## src/source/bm_pkg.sv

```systemverilog
/*
 * Buffer manager shared definitions
 * Bus and pointer widths, pool size
 * Register offsets of the PIO port
 * Buffer pointer and PIO word types
 */

package bm_pkg;

	// PIO bus width for address and data
	localparam int pio_nbits = 32;

	// Buffer pointers and access counters
	localparam int buf_ptr_nbits = 8;
	localparam int num_bufs = 256;

	// Free count needs one extra bit to hold a full pool
	localparam int free_cnt_nbits = buf_ptr_nbits + 1;

	// Admission shift factor
	localparam int dt_alpha_nbits = 4;

	// Low address bits seen by the register decoder
	localparam int bm_reg_addr_nbits = 3;

	typedef logic [buf_ptr_nbits-1:0] buf_ptr_t;
	typedef logic [pio_nbits-1:0] pio_word_t;

	// Register map
	// Offset 0 holds init command in bit 0, init done in bit 31
	localparam logic [bm_reg_addr_nbits-1:0] bm_freeb_init = 3'd0;

	// Read-only wrapping counters
	localparam logic [bm_reg_addr_nbits-1:0] bm_freeb_rd_count = 3'd1;
	localparam logic [bm_reg_addr_nbits-1:0] bm_freeb_wr_count = 3'd2;
	localparam logic [bm_reg_addr_nbits-1:0] bm_ll_rd_count = 3'd3;
	localparam logic [bm_reg_addr_nbits-1:0] bm_ll_wr_count = 3'd4;

	// Threshold shift for allocation admission
	localparam logic [bm_reg_addr_nbits-1:0] bm_dt_alpha = 3'd5;

endpackage

```

## src/source/bm_reg.sv

```systemverilog
/*
 * PIO register block of the buffer manager
 * Address decode and read multiplexer
 * Init command and alpha registers
 * Free-list and link-list access counters
 */

module bm_reg (
	input  logic clk,
	input  logic reset,
	input  logic clk_div,

	input  logic reg_bs,
	input  logic reg_rd,
	input  logic reg_wr,
	input  bm_pkg::pio_word_t reg_addr,
	input  bm_pkg::pio_word_t reg_din,

	output logic pio_ack,
	output logic pio_rvalid,
	output bm_pkg::pio_word_t pio_rdata,

	input  logic freeb_init_done,
	input  logic inc_freeb_rd_count,
	input  logic inc_freeb_wr_count,
	input  logic inc_ll_rd_count,
	input  logic inc_ll_wr_count,

	output logic freeb_init,
	output logic [bm_pkg::dt_alpha_nbits-1:0] dt_alpha
);

	localparam int cnt_pad = bm_pkg::pio_nbits - bm_pkg::buf_ptr_nbits;

	bm_pkg::buf_ptr_t freeb_rd_count;
	bm_pkg::buf_ptr_t freeb_wr_count;
	bm_pkg::buf_ptr_t ll_rd_count;
	bm_pkg::buf_ptr_t ll_wr_count;

	logic req;
	logic req_seen;
	logic start;
	logic ack_pend;
	logic rd_pend;

	logic mapped;
	logic sel_freeb_init;
	logic sel_dt_alpha;

	// An access starts once, on the first cycle the request shows up
	assign req = reg_bs & (reg_rd | reg_wr);
	assign start = req & ~req_seen;

	always_comb begin
		mapped = 1'b1;
		sel_freeb_init = 1'b0;
		sel_dt_alpha = 1'b0;
		pio_rdata = '0;

		case (reg_addr[bm_pkg::bm_reg_addr_nbits-1:0])
			bm_pkg::bm_freeb_init: begin
				sel_freeb_init = 1'b1;
				pio_rdata = {freeb_init_done, {(bm_pkg::pio_nbits-2){1'b0}}, freeb_init};
			end
			bm_pkg::bm_freeb_rd_count: begin
				pio_rdata = {{cnt_pad{1'b0}}, freeb_rd_count};
			end
			bm_pkg::bm_freeb_wr_count: begin
				pio_rdata = {{cnt_pad{1'b0}}, freeb_wr_count};
			end
			bm_pkg::bm_ll_rd_count: begin
				pio_rdata = {{cnt_pad{1'b0}}, ll_rd_count};
			end
			bm_pkg::bm_ll_wr_count: begin
				pio_rdata = {{cnt_pad{1'b0}}, ll_wr_count};
			end
			bm_pkg::bm_dt_alpha: begin
				sel_dt_alpha = 1'b1;
				pio_rdata = {{(bm_pkg::pio_nbits-bm_pkg::dt_alpha_nbits){1'b0}}, dt_alpha};
			end
			default: mapped = 1'b0;
		endcase
	end

	// Access handshake, paced by the slow bus strobe
	always_ff @(posedge clk) begin
		if (reset) begin
			req_seen <= 1'b0;
			ack_pend <= 1'b0;
			rd_pend <= 1'b0;
			pio_ack <= 1'b0;
			pio_rvalid <= 1'b0;
		end else begin
			req_seen <= req;
			pio_rvalid <= clk_div & rd_pend;
			pio_ack <= clk_div & ack_pend & ~rd_pend;

			if (start) begin
				ack_pend <= 1'b1;
				rd_pend <= reg_rd & mapped;
			end else begin
				// Read data goes out first, ack on a later strobe
				if (clk_div & rd_pend)
					rd_pend <= 1'b0;
				if (clk_div & ack_pend & ~rd_pend)
					ack_pend <= 1'b0;
			end
		end
	end

	// Writable control bits
	always_ff @(posedge clk) begin
		if (reset) begin
			freeb_init <= 1'b0;
			dt_alpha <= '0;
		end else if (start & reg_wr) begin
			if (sel_freeb_init)
				freeb_init <= reg_din[0];
			if (sel_dt_alpha)
				dt_alpha <= reg_din[bm_pkg::dt_alpha_nbits-1:0];
		end
	end

	// Counters wrap at the pointer width
	always_ff @(posedge clk) begin
		if (reset) begin
			freeb_rd_count <= '0;
			freeb_wr_count <= '0;
			ll_rd_count <= '0;
			ll_wr_count <= '0;
		end else begin
			freeb_rd_count <= freeb_rd_count + bm_pkg::buf_ptr_t'(inc_freeb_rd_count);
			freeb_wr_count <= freeb_wr_count + bm_pkg::buf_ptr_t'(inc_freeb_wr_count);
			ll_rd_count <= ll_rd_count + bm_pkg::buf_ptr_t'(inc_ll_rd_count);
			ll_wr_count <= ll_wr_count + bm_pkg::buf_ptr_t'(inc_ll_wr_count);
		end
	end

endmodule

```

## src/source/bm_freeb_list.sv

```systemverilog
/*
 * Free-buffer list
 * Pointer FIFO with head, tail and free count
 * Init sequencer that loads every pointer once
 * Dynamic threshold admission for allocation
 */

module bm_freeb_list (
	input  logic clk,
	input  logic reset,

	input  logic freeb_init,
	input  logic [bm_pkg::dt_alpha_nbits-1:0] dt_alpha,
	output logic freeb_init_done,

	input  logic alloc_req,
	input  bm_pkg::buf_ptr_t alloc_occupancy,
	output logic alloc_valid,
	output logic alloc_fail,
	output bm_pkg::buf_ptr_t alloc_ptr,

	input  logic free_req,
	input  bm_pkg::buf_ptr_t free_ptr,

	output logic inc_freeb_rd_count,
	output logic inc_freeb_wr_count
);

	localparam logic [bm_pkg::free_cnt_nbits-1:0] full_cnt =
		bm_pkg::free_cnt_nbits'(bm_pkg::num_bufs);
	localparam bm_pkg::buf_ptr_t last_ptr = bm_pkg::buf_ptr_t'(bm_pkg::num_bufs - 1);

	bm_pkg::buf_ptr_t mem [bm_pkg::num_bufs];

	bm_pkg::buf_ptr_t head;
	bm_pkg::buf_ptr_t tail;
	logic [bm_pkg::free_cnt_nbits-1:0] free_cnt;
	logic [bm_pkg::free_cnt_nbits-1:0] threshold;

	logic init_d;
	logic init_rise;
	logic init_busy;
	bm_pkg::buf_ptr_t init_ptr;

	logic grant;
	logic accept;

	assign init_rise = freeb_init & ~init_d;

	// Requester must sit strictly below free count >> alpha
	assign threshold = free_cnt >> dt_alpha;
	assign grant = alloc_req & freeb_init_done & (free_cnt != '0) &
		({1'b0, alloc_occupancy} < threshold);

	// Frees only land on a ready list that has room
	assign accept = free_req & freeb_init_done & (free_cnt != full_cnt);

	assign inc_freeb_rd_count = grant;
	assign inc_freeb_wr_count = accept;

	// Pointer storage
	always_ff @(posedge clk) begin
		if (init_busy)
			mem[tail] <= init_ptr;
		else if (accept)
			mem[tail] <= free_ptr;
	end

	// Head entry is valid whenever a grant is possible
	always_ff @(posedge clk) begin
		if (grant)
			alloc_ptr <= mem[head];
	end

	always_ff @(posedge clk) begin
		if (reset) begin
			alloc_valid <= 1'b0;
			alloc_fail <= 1'b0;
		end else begin
			alloc_valid <= grant;
			alloc_fail <= alloc_req & ~grant;
		end
	end

	// Init sequencer and FIFO pointers
	always_ff @(posedge clk) begin
		if (reset) begin
			init_d <= 1'b0;
			init_busy <= 1'b0;
			init_ptr <= '0;
			freeb_init_done <= 1'b0;
			head <= '0;
			tail <= '0;
			free_cnt <= '0;
		end else begin
			init_d <= freeb_init;

			if (!freeb_init) begin
				// Dropping the command abandons the list
				init_busy <= 1'b0;
				freeb_init_done <= 1'b0;
			end else if (init_rise) begin
				init_busy <= 1'b1;
				init_ptr <= '0;
				freeb_init_done <= 1'b0;
				head <= '0;
				tail <= '0;
				free_cnt <= '0;
			end else if (init_busy) begin
				tail <= tail + 1'b1;
				free_cnt <= free_cnt + 1'b1;
				init_ptr <= init_ptr + 1'b1;
				if (init_ptr == last_ptr) begin
					init_busy <= 1'b0;
					freeb_init_done <= 1'b1;
				end
			end else begin
				if (grant)
					head <= head + 1'b1;
				if (accept)
					tail <= tail + 1'b1;
				free_cnt <= free_cnt + {{(bm_pkg::free_cnt_nbits-1){1'b0}}, accept}
					- {{(bm_pkg::free_cnt_nbits-1){1'b0}}, grant};
			end
		end
	end

endmodule

```

## src/source/bm_link_list.sv

```systemverilog
/*
 * Link-list memory
 * One next pointer per buffer
 * Write port and registered read port
 */

module bm_link_list (
	input  logic clk,
	input  logic reset,

	input  logic ll_wr,
	input  bm_pkg::buf_ptr_t ll_wr_ptr,
	input  bm_pkg::buf_ptr_t ll_wr_next,

	input  logic ll_rd,
	input  bm_pkg::buf_ptr_t ll_rd_ptr,
	output logic ll_rd_valid,
	output bm_pkg::buf_ptr_t ll_rd_next,

	output logic inc_ll_rd_count,
	output logic inc_ll_wr_count
);

	bm_pkg::buf_ptr_t next_mem [bm_pkg::num_bufs];

	// Every access is counted by the register block
	assign inc_ll_rd_count = ll_rd;
	assign inc_ll_wr_count = ll_wr;

	always_ff @(posedge clk) begin
		if (ll_wr)
			next_mem[ll_wr_ptr] <= ll_wr_next;
	end

	// Same-address write in the read cycle lands after the read
	always_ff @(posedge clk) begin
		if (ll_rd)
			ll_rd_next <= next_mem[ll_rd_ptr];
	end

	always_ff @(posedge clk) begin
		if (reset)
			ll_rd_valid <= 1'b0;
		else
			ll_rd_valid <= ll_rd;
	end

endmodule

```

## src/source/bm_top.sv

```systemverilog
/*
 * Buffer manager top level
 * Register block, free-buffer list and link list
 */

module bm_top (
	input  logic clk,
	input  logic reset,

	// PIO port
	input  logic clk_div,
	input  logic reg_bs,
	input  logic reg_rd,
	input  logic reg_wr,
	input  bm_pkg::pio_word_t reg_addr,
	input  bm_pkg::pio_word_t reg_din,
	output logic pio_ack,
	output logic pio_rvalid,
	output bm_pkg::pio_word_t pio_rdata,

	// Allocation and release
	input  logic alloc_req,
	input  bm_pkg::buf_ptr_t alloc_occupancy,
	output logic alloc_valid,
	output logic alloc_fail,
	output bm_pkg::buf_ptr_t alloc_ptr,
	input  logic free_req,
	input  bm_pkg::buf_ptr_t free_ptr,

	// Link list
	input  logic ll_wr,
	input  bm_pkg::buf_ptr_t ll_wr_ptr,
	input  bm_pkg::buf_ptr_t ll_wr_next,
	input  logic ll_rd,
	input  bm_pkg::buf_ptr_t ll_rd_ptr,
	output logic ll_rd_valid,
	output bm_pkg::buf_ptr_t ll_rd_next
);

	logic freeb_init;
	logic freeb_init_done;
	logic [bm_pkg::dt_alpha_nbits-1:0] dt_alpha;

	logic inc_freeb_rd_count;
	logic inc_freeb_wr_count;
	logic inc_ll_rd_count;
	logic inc_ll_wr_count;

	bm_reg bm_reg_inst (
		.clk                (clk),
		.reset              (reset),
		.clk_div            (clk_div),
		.reg_bs             (reg_bs),
		.reg_rd             (reg_rd),
		.reg_wr             (reg_wr),
		.reg_addr           (reg_addr),
		.reg_din            (reg_din),
		.pio_ack            (pio_ack),
		.pio_rvalid         (pio_rvalid),
		.pio_rdata          (pio_rdata),
		.freeb_init_done    (freeb_init_done),
		.inc_freeb_rd_count (inc_freeb_rd_count),
		.inc_freeb_wr_count (inc_freeb_wr_count),
		.inc_ll_rd_count    (inc_ll_rd_count),
		.inc_ll_wr_count    (inc_ll_wr_count),
		.freeb_init         (freeb_init),
		.dt_alpha           (dt_alpha)
	);

	bm_freeb_list bm_freeb_list_inst (
		.clk                (clk),
		.reset              (reset),
		.freeb_init         (freeb_init),
		.dt_alpha           (dt_alpha),
		.freeb_init_done    (freeb_init_done),
		.alloc_req          (alloc_req),
		.alloc_occupancy    (alloc_occupancy),
		.alloc_valid        (alloc_valid),
		.alloc_fail         (alloc_fail),
		.alloc_ptr          (alloc_ptr),
		.free_req           (free_req),
		.free_ptr           (free_ptr),
		.inc_freeb_rd_count (inc_freeb_rd_count),
		.inc_freeb_wr_count (inc_freeb_wr_count)
	);

	bm_link_list bm_link_list_inst (
		.clk             (clk),
		.reset           (reset),
		.ll_wr           (ll_wr),
		.ll_wr_ptr       (ll_wr_ptr),
		.ll_wr_next      (ll_wr_next),
		.ll_rd           (ll_rd),
		.ll_rd_ptr       (ll_rd_ptr),
		.ll_rd_valid     (ll_rd_valid),
		.ll_rd_next      (ll_rd_next),
		.inc_ll_rd_count (inc_ll_rd_count),
		.inc_ll_wr_count (inc_ll_wr_count)
	);

endmodule

```

## config.mk

```make
export PLATFORM = sky130hd
export DESIGN_NAME = bm_top
export DESIGN_NICKNAME = d
export VERILOG_FILES = /design/src/source/bm_pkg.sv /design/src/source/bm_reg.sv /design/src/source/bm_freeb_list.sv /design/src/source/bm_link_list.sv /design/src/source/bm_top.sv
export SDC_FILE = /design/constraint.sdc
export NUM_CORES = 2
export LEC_CHECK = 0
export BUFFER_PORTS_ARGS = -buffer_cell sky130_fd_sc_hd__buf_4
export CAP_MARGIN = 20
export CORE_MARGIN = 1.5
export CORE_UTILIZATION = 59
export CTS_BUF_LIST = sky130_fd_sc_hd__clkbuf_8
export CTS_CLUSTER_SIZE = 20
export DETAILED_ROUTE_END_ITERATION = 16
export GPL_TIMING_DRIVEN = 1
export PLACE_DENSITY_LB_ADDON = 0.12
export SETUP_SLACK_MARGIN = 0.4
export SLEW_MARGIN = 20
export SYNTH_ARGS = -nofsm -noshare
export SYNTH_HDL_FRONTEND = slang
export SYNTH_SLANG_ARGS = --single-unit
export TNS_END_PERCENT = 5
```

## constraint.sdc

```tcl
create_clock -name clk -period 12.9 [get_ports clk]
set_input_delay 1.29 -clock clk [delete_from_list [all_inputs] [get_ports clk]]
set_output_delay 1.29 -clock clk [all_outputs]
set_load 0.01 [all_outputs]
```

# --- Yosys cells after proc, flatten, opt, wreduce, memory -nomap -nowiden ---
# Memories as Yosys holds them, arrays and structs flattened. A register that Yosys moved wholly into a read port is not among the register bits.
# Cells that the tools add are included.
word_totals:
  memories: 2
  out_inout_bits: 53
  word_cells: 109
  mem_bits_rw: 4096
  in_bits: 114
  regBits: 81
  rom_bits: 0
  latch_bits: 0
op_classes:
  n_mul: 0
  n_shift: 1
  n_eq_ne: 8
  add_sub_neg: 10
  div: 0
  magnitude_cmp: 1
  n_mux: 29
  n_bitwise: 21
  reduce_logical: 16
mem_list:
  columns: ["name", "words", "width", "read_ports", "rd_ports_with_merged_regs", "wr", "line", "text"]
  rows:
  - ["bm_freeb_list_inst.mem", 256, 8, 1, 1, 1, "bm_freeb_list.sv:33", "bm_pkg::buf_ptr_t mem [bm_pkg::num_bufs];"]
  - ["bm_link_list_inst.next_mem", 256, 8, 1, 1, 1, "bm_link_list.sv:24", "bm_pkg::buf_ptr_t next_mem [bm_pkg::num_bufs];"]
op_table:
  columns: ["op", "count"]
  rows:
  - ["32-bit one-hot mux with 6 select lines", 1]
  - ["8-bit 2-to-1 mux", 9]
  - ["8-bit by 1-bit adder with 8-bit output", 4]
  - ["8-bit by 1-bit adder with 8-bit output, second input constant", 3]
  - ["9-bit 2-to-1 mux", 2]
  - ["1-bit 2-to-1 mux", 17]
  - ["1-bit bitwise AND", 14]
  - ["2-bit AND reduction", 5]
  - ["9-bit by 1-bit adder with 9-bit output", 1]
  - ["9-bit by 1-bit adder with 9-bit output, second input constant", 1]
  - ["8-bit by 9-bit < comparator with 1-bit output", 1]
  - ["9-bit inequality test, second input constant", 1]
  - ["9-bit nonzero test", 1]
  - ["9-bit by 4-bit >> shifter with 9-bit output", 1]
  - ["9-bit by 1-bit subtractor with 9-bit output", 1]
  - ["8-bit == test, second input constant", 1]
  - ["2-bit nonzero test", 4]
  - ["3-bit by 2-bit == test with 1-bit output, second input constant", 2]
  - ["3-bit == test, second input constant", 2]
  - ["6-bit OR reduction", 1]
  - ["1-bit NOT", 5]
  - ["3-bit by 1-bit == test with 1-bit output, second input constant", 1]
  - ["3-bit zero test", 1]
  - ["3-bit AND reduction", 1]
  - ["5 further kinds", 6]

# --- Logic depth before layout (Yosys ltp) ---
logic_depth:
  depth_word: 6
  depth_mapped: 23
  mapped_depth_nobuf: 22

# --- Hierarchy ---
# A second synthesis with hierarchy kept.
hier_totals:
  cells_unflattened: 7858
  hier_area_um2: 163660.7
modules_own_cells:
  columns: ["module", "area_each_um2", "n_inst", "seq_area_each_um2", "cells_each"]
  rows:
  - ["bm_freeb_list", 82019.9, 1, 62499.9, 3893]
  - ["bm_link_list", 79422.4, 1, 61759.2, 3714]
  - ["bm_reg", 2218.4, 1, 840.8, 251]

# --- Worst setup path before layout ---
# No wires, ideal clock.
synth_path:
  kind: "in2reg"
  start: "input port free_req"
  end: "memory bm_freeb_list_inst.mem[0][6] in the netlist's numbering, data pin"
  arrival_time_ps: 11580
  setup_time_ps: 2190
  required_ps: 10710
  stages: 3
  path_slack_ps: -870
  n_path_buf: 0
  path_cell_list: "o211ai_1 -> nor2_1 -> o21ai_0"
synth_between:
  elab_chain_cells: 6
synth_lines:
  columns: ["item", "line", "text"]
  rows:
  - ["from (decl)", "bm_top.sv:27", "input logic free_req,"]
  - ["1-bit bitwise AND (2 in series)", "bm_freeb_list.sv:56", "assign accept = free_req & freeb_init_done & (free_cnt != full_cnt);"]
  - ["1-bit 2-to-1 mux", "bm_freeb_list.sv:65", "else if (accept)"]
  - ["1-bit 2-to-1 mux", "bm_freeb_list.sv:63", "if (init_busy)"]
  - ["1-bit 2-to-1 mux (implied by the code)", "bm_freeb_list.sv:66", "mem[tail] <= free_ptr;"]
  - ["8-bit 2-to-1 mux (no source line)", null, null]
  - ["to (decl)", "bm_freeb_list.sv:33", null]
# No other way between the ends.

# --- Worst setup path in the final report ---
layout_path:
  start: "register bm_reg_inst.dt_alpha[0] in the netlist's numbering"
  end: "register bm_freeb_list_inst.free_cnt[7] in the netlist's numbering"
layout_between:
  elab_chain_cells: 6
layout_lines:
  columns: ["item", "line", "text"]
  rows:
  - ["from (decl)", "bm_reg.sv:30", "output logic [bm_pkg::dt_alpha_nbits-1:0] dt_alpha"]
  - ["from (signal assigned)", "bm_reg.sv:120", "dt_alpha <= reg_din[bm_pkg::dt_alpha_nbits-1:0];"]
  - ["9-bit by 4-bit >> shifter with 9-bit output", "bm_freeb_list.sv:51", "assign threshold = free_cnt >> dt_alpha;"]
  - ["8-bit by 9-bit < comparator with 1-bit output", "bm_freeb_list.sv:53", "({1'b0, alloc_occupancy} < threshold);"]
  - ["1-bit bitwise AND", "bm_freeb_list.sv:52", "assign grant = alloc_req & freeb_init_done & (free_cnt != '0) &"]
  - ["named net bm_freeb_list_inst.inc_freeb_rd_count", "bm_freeb_list.sv:25", "output logic inc_freeb_rd_count,"]
  - ["9-bit by 1-bit subtractor with 9-bit output", "bm_freeb_list.sv:123", "- {{(bm_pkg::free_cnt_nbits-1){1'b0}}, grant};"]
  - ["9-bit 2-to-1 mux", "bm_freeb_list.sv:109", "end else if (init_busy) begin"]
  - ["9-bit 2-to-1 mux", "bm_freeb_list.sv:102", "end else if (init_rise) begin"]
  - ["to (signal assigned)", "bm_freeb_list.sv:111", "free_cnt <= free_cnt + 1'b1;"]
  - ["to (signal assigned)", "bm_freeb_list.sv:122", "free_cnt <= free_cnt + {{(bm_pkg::free_cnt_nbits-1){1'b0}}, accept}"]
  - ["to (decl)", "bm_freeb_list.sv:37", "logic [bm_pkg::free_cnt_nbits-1:0] free_cnt;"]
# The timed path passes the listed nets, and every way through them passes these cells.
# A chain may end at the register's enable or synchronous reset.

==> summary.txt <==
Origin of the worst min-delay path -> reg_din[1]
DRC violations left -> 0
Worst setup EP type -> register
Top cells by count, synth -> edfxtp_1, mux4_2, nor2_1
Peak supply drop -> 108.0 µV
CP max FO -> 16
DP Wirelength -> 223.0 mm
Top Ports -> 167
Synth top area share -> 0.7576
Clock power frac -> 0.391
Reg2reg end -> bm_freeb_list_inst.free_cnt[7]$_SDFFE_PP0P_
Synth area leaders -> edfxtp_1, mux4_2, nor2_1
Nets -> 8409
Maximum clock insertion buffer count -> 4
Placer Congestion -> 0.8655
CTS tree -> done
Clk root buf -> clkbuf_8
Post-synthesis cell count -> 7853
Hold Crit Class -> input pin to register
Clock Latency Late Sink -> 1.21 ns
Chip width -> 528.6 µm
CP startpoint kind -> register
Placed instance area -> 167100 µm²
Critical Path RT -> 13.97 ns
Hold Slack -> 0.3345 ns
Syn Area/Cell -> 20.76 µm²
Crit share post-route -> 0.4682
Post-CTS sizing -> 0
Hold EP -> bm_reg_inst.dt_alpha[1]$_SDFFE_PP0P_
Largest net degree at the start of global routing -> 206
Arr. time, crit path -> 7.11 ns
Hold depth -> 3
Reg clk slew, reported paths -> 0.07 ns
Routed WL -> 380.3 mm
# hold bufs at CTS -> 0
Via/cell ratio -> 6.465
Switching Power -> 5.532 mW
DRT Pass-1 Iters -> 6
Async S/R FF share, synth -> 0
Total track usage -> 0.2733
Die Ht -> 528.6 µm
Starting Density -> 0.5946
FF+latch count, synth -> 4193
Post-synth EDFFs -> 4112
Post-layout util -> 0.6516
Worst Path Class, Setup -> register to register
Worst-case reg-to-reg path depth -> 18
Row cnt -> 192
First-pass GRT wire length -> 551.0 mm
Fmax -> 165.6 MHz
WP depth -> 18
Int Power -> 19.94 mW
Final instance area -> 178600 µm²
Distinct cells, synth -> 77
Initial antenna violation count -> 11
Clk sinks -> 4193
Setup Fix Bufs, Post-CTS -> 0
Buf/Inv on CP -> 2
# setup viols final -> 0
Die ar. -> 279400 µm²
Avg WL per Cell -> 30.58 µm
Worst path max stage delay -> 0.71 ns
Top Family by Delay on Critical Path -> compound AO/OA/AOI/OAI gates
Most frequent CP cell -> ha_1
Final Skew -> 0.03727 ns
Slew @ Worst Pin -> 1.230 ns
Leakage power -> 52.88 nW
Final hold vios -> 0
Core Footprint -> 274100 µm²
Unrepaired setup endpoints after global routing -> false
Post-synth top area cell -> edfxtp_1
Power Density -> 142.6 nW/µm²
Initial DRC Count -> 9959
Setup TNS -> 0 ns
Status -> finished clean
Post-Syn Area -> 163000 µm²
CP Cell Sequence -> mux4_2 > mux2i_1 > or2_2 > ha_1 > and4_1 > and2_1 > o21ai_0 > nand3_1 > inv_1 > ha_1 > inv_1 > ha_1 > a21o_1 > a21oi_1 > o21bai_1 > a2111oi_0 > nor4_1 > or3b_2
Post-route minimum period -> 6.039 ns
Sw Ratio -> 0.2171
DR vias -> 80406
Ys Warns -> 0
Layout cells sized above 1 -> 0.2349
Seq pwr share -> 0.584
Count leader, synth -> edfxtp_1
Top FF cell, synth -> edfxtp_1
Crit-path slowest cell -> inv_1
Max H-tree Level -> 6
Synth-to-Final Area Change -> 9.588%
Num CTS Buffers -> 655
Post-route ant nets -> 0
Sequential share of the synthesized area -> 0.7675
Reg2reg setup slack -> 6.86 ns
Combinational share of power -> 0.025
GR Overflow Total -> 0
Vias in the first global route -> 81379
# Max-Cap Violations -> 0
I/O Buffers -> 86
Slew margin rel. -> 0.1781
Max-slew violation total from the final report -> 0
Reg2Reg Launch Point -> bm_reg_inst.dt_alpha[0]$_SDFFE_PP0P_
power by group through the flow:
| stage | combinational (mW) | sequential, mW | clock [mW] |
|---|---|---|---|
| 2_1_floorplan | 0.362 | 15.1 | 0 |
| 5_1_grt | 0.681 | 14.9 | 10.7 |
| 6_report | 0.649 | 14.9 | 9.96 |
| 3_5_place_dp | 0.646 | 15.2 | 0 |
| 4_1_cts | 0.647 | 14.9 | 10.1 |
| 3_3_place_gp | 0.632 | 15.2 | 0 |
cell usage in the layout, fill, tap and decap left out, drive strengths merged, types with 23 or more instances in the layout:
cell	n
a211oi	70
a21oi	64
a221oi	38
a22o	48
a22oi	161
a31oi	26
buf	211
clkbuf	668
clkinv	194
conb	23
dfxtp	81
edfxtp	4112
ha	41
inv	294
mux2	27
mux2i	195
mux4	972
nand2	176
nand3	74
nor2	611
nor2b	33
nor3	74
nor4	25
o21ai	38
o22ai	213
or2	24
xor2	25
layout make-up:
type	count	area (µm²)
sequential	4193	125100
fill	17967	95490
multi-input combinational	3161	35500
clock buffer	660	9084
tap	3686	4612
clock inverter	481	2337
timing repair buffer	219	1854
inverter	23	86.33
antenna	15	37.54
flip-flops by register name, indices dropped and copies added, names as in the netlist, 4 cells and up:
signal                        cells
bm_reg_inst.freeb_wr_count        8
bm_link_list_inst.next_mem     2048
bm_freeb_list_inst.init_ptr       8
bm_freeb_list_inst.tail           8
bm_reg_inst.dt_alpha              4
bm_freeb_list_inst.head           8
bm_freeb_list_inst.mem         2048
bm_reg_inst.ll_wr_count           8
bm_reg_inst.freeb_rd_count        8
bm_freeb_list_inst.free_cnt       9
bm_freeb_list_inst.alloc_ptr      8
bm_link_list_inst.ll_rd_next      8
bm_reg_inst.ll_rd_count           8
kinds of logic (layout without fill, tap and decap cells):
logic type | count (synthesis) | count (layout) | share of synthesized area
and+or+nand+nor | 1135 | 1135 | 0.03124
DFF | 4193 | 4193 | 0.7675
muxes | 1194 | 1194 | 0.1481
xor gates and xnor gates | 43 | 43 | 0.002311
buffers and inverters | 521 | 1383 | 0.01631
other | 1 | 38 | 0.00002301
adders and majority gates | 42 | 42 | 0.003270
AOI/OAI and AO/OA | 724 | 724 | 0.03117
routing by layer:
metal	part of all wire	GRT usage	vias to the layer above	wire length, µm
met5	0.00017	0	-	63
met2	0.47	0.4114	4019	177900
met1	0.40	0.3953	42216	151400
met4	0.026	0.07848	4	9981
li1	-	-	33546	-
met3	0.11	0.07820	621	41020
worst min-delay path, delay by kind of cell:
family                 cells  cell delay [ns]
buffers and inverters      1             0.07
AND/OR/NAND/NOR            1             0.07
multiplexers               1             0.05
worst max-delay path by stage:
| stage | from | end | slack, ns |
|---|---|---|---|
| after floorplan | free_req | bm_freeb_list_inst.mem[0][6]$_DFFE_PP_ | 3.52 |
| after global placement | bm_reg_inst.dt_alpha[0]$_SDFFE_PP0P_ | bm_freeb_list_inst.free_cnt[8]$_SDFFE_PP0P_ | 7.09 |
| after detailed placement | bm_reg_inst.dt_alpha[0]$_SDFFE_PP0P_ | bm_freeb_list_inst.free_cnt[7]$_SDFFE_PP0P_ | 6.97 |
| after CTS | bm_reg_inst.dt_alpha[0]$_SDFFE_PP0P_ | bm_freeb_list_inst.free_cnt[7]$_SDFFE_PP0P_ | 6.93 |
| after global routing | bm_reg_inst.dt_alpha[0]$_SDFFE_PP0P_ | bm_freeb_list_inst.free_cnt[7]$_SDFFE_PP0P_ | 6.53 |
| final | bm_reg_inst.dt_alpha[0]$_SDFFE_PP0P_ | bm_freeb_list_inst.free_cnt[7]$_SDFFE_PP0P_ | 6.86 |
stage by stage:
step                      worst slack, ns  power (mW)  instances
after floorplan                     3.522       15.51       7875
after global placement              7.088       15.79      11280
after detailed placement            6.971       15.80      11280
after CTS                           6.930       25.61      12421
after global routing                6.527       26.21      12428
final                               6.861       25.48      12438
No activity file was read; power rests on OpenSTA's default activity.
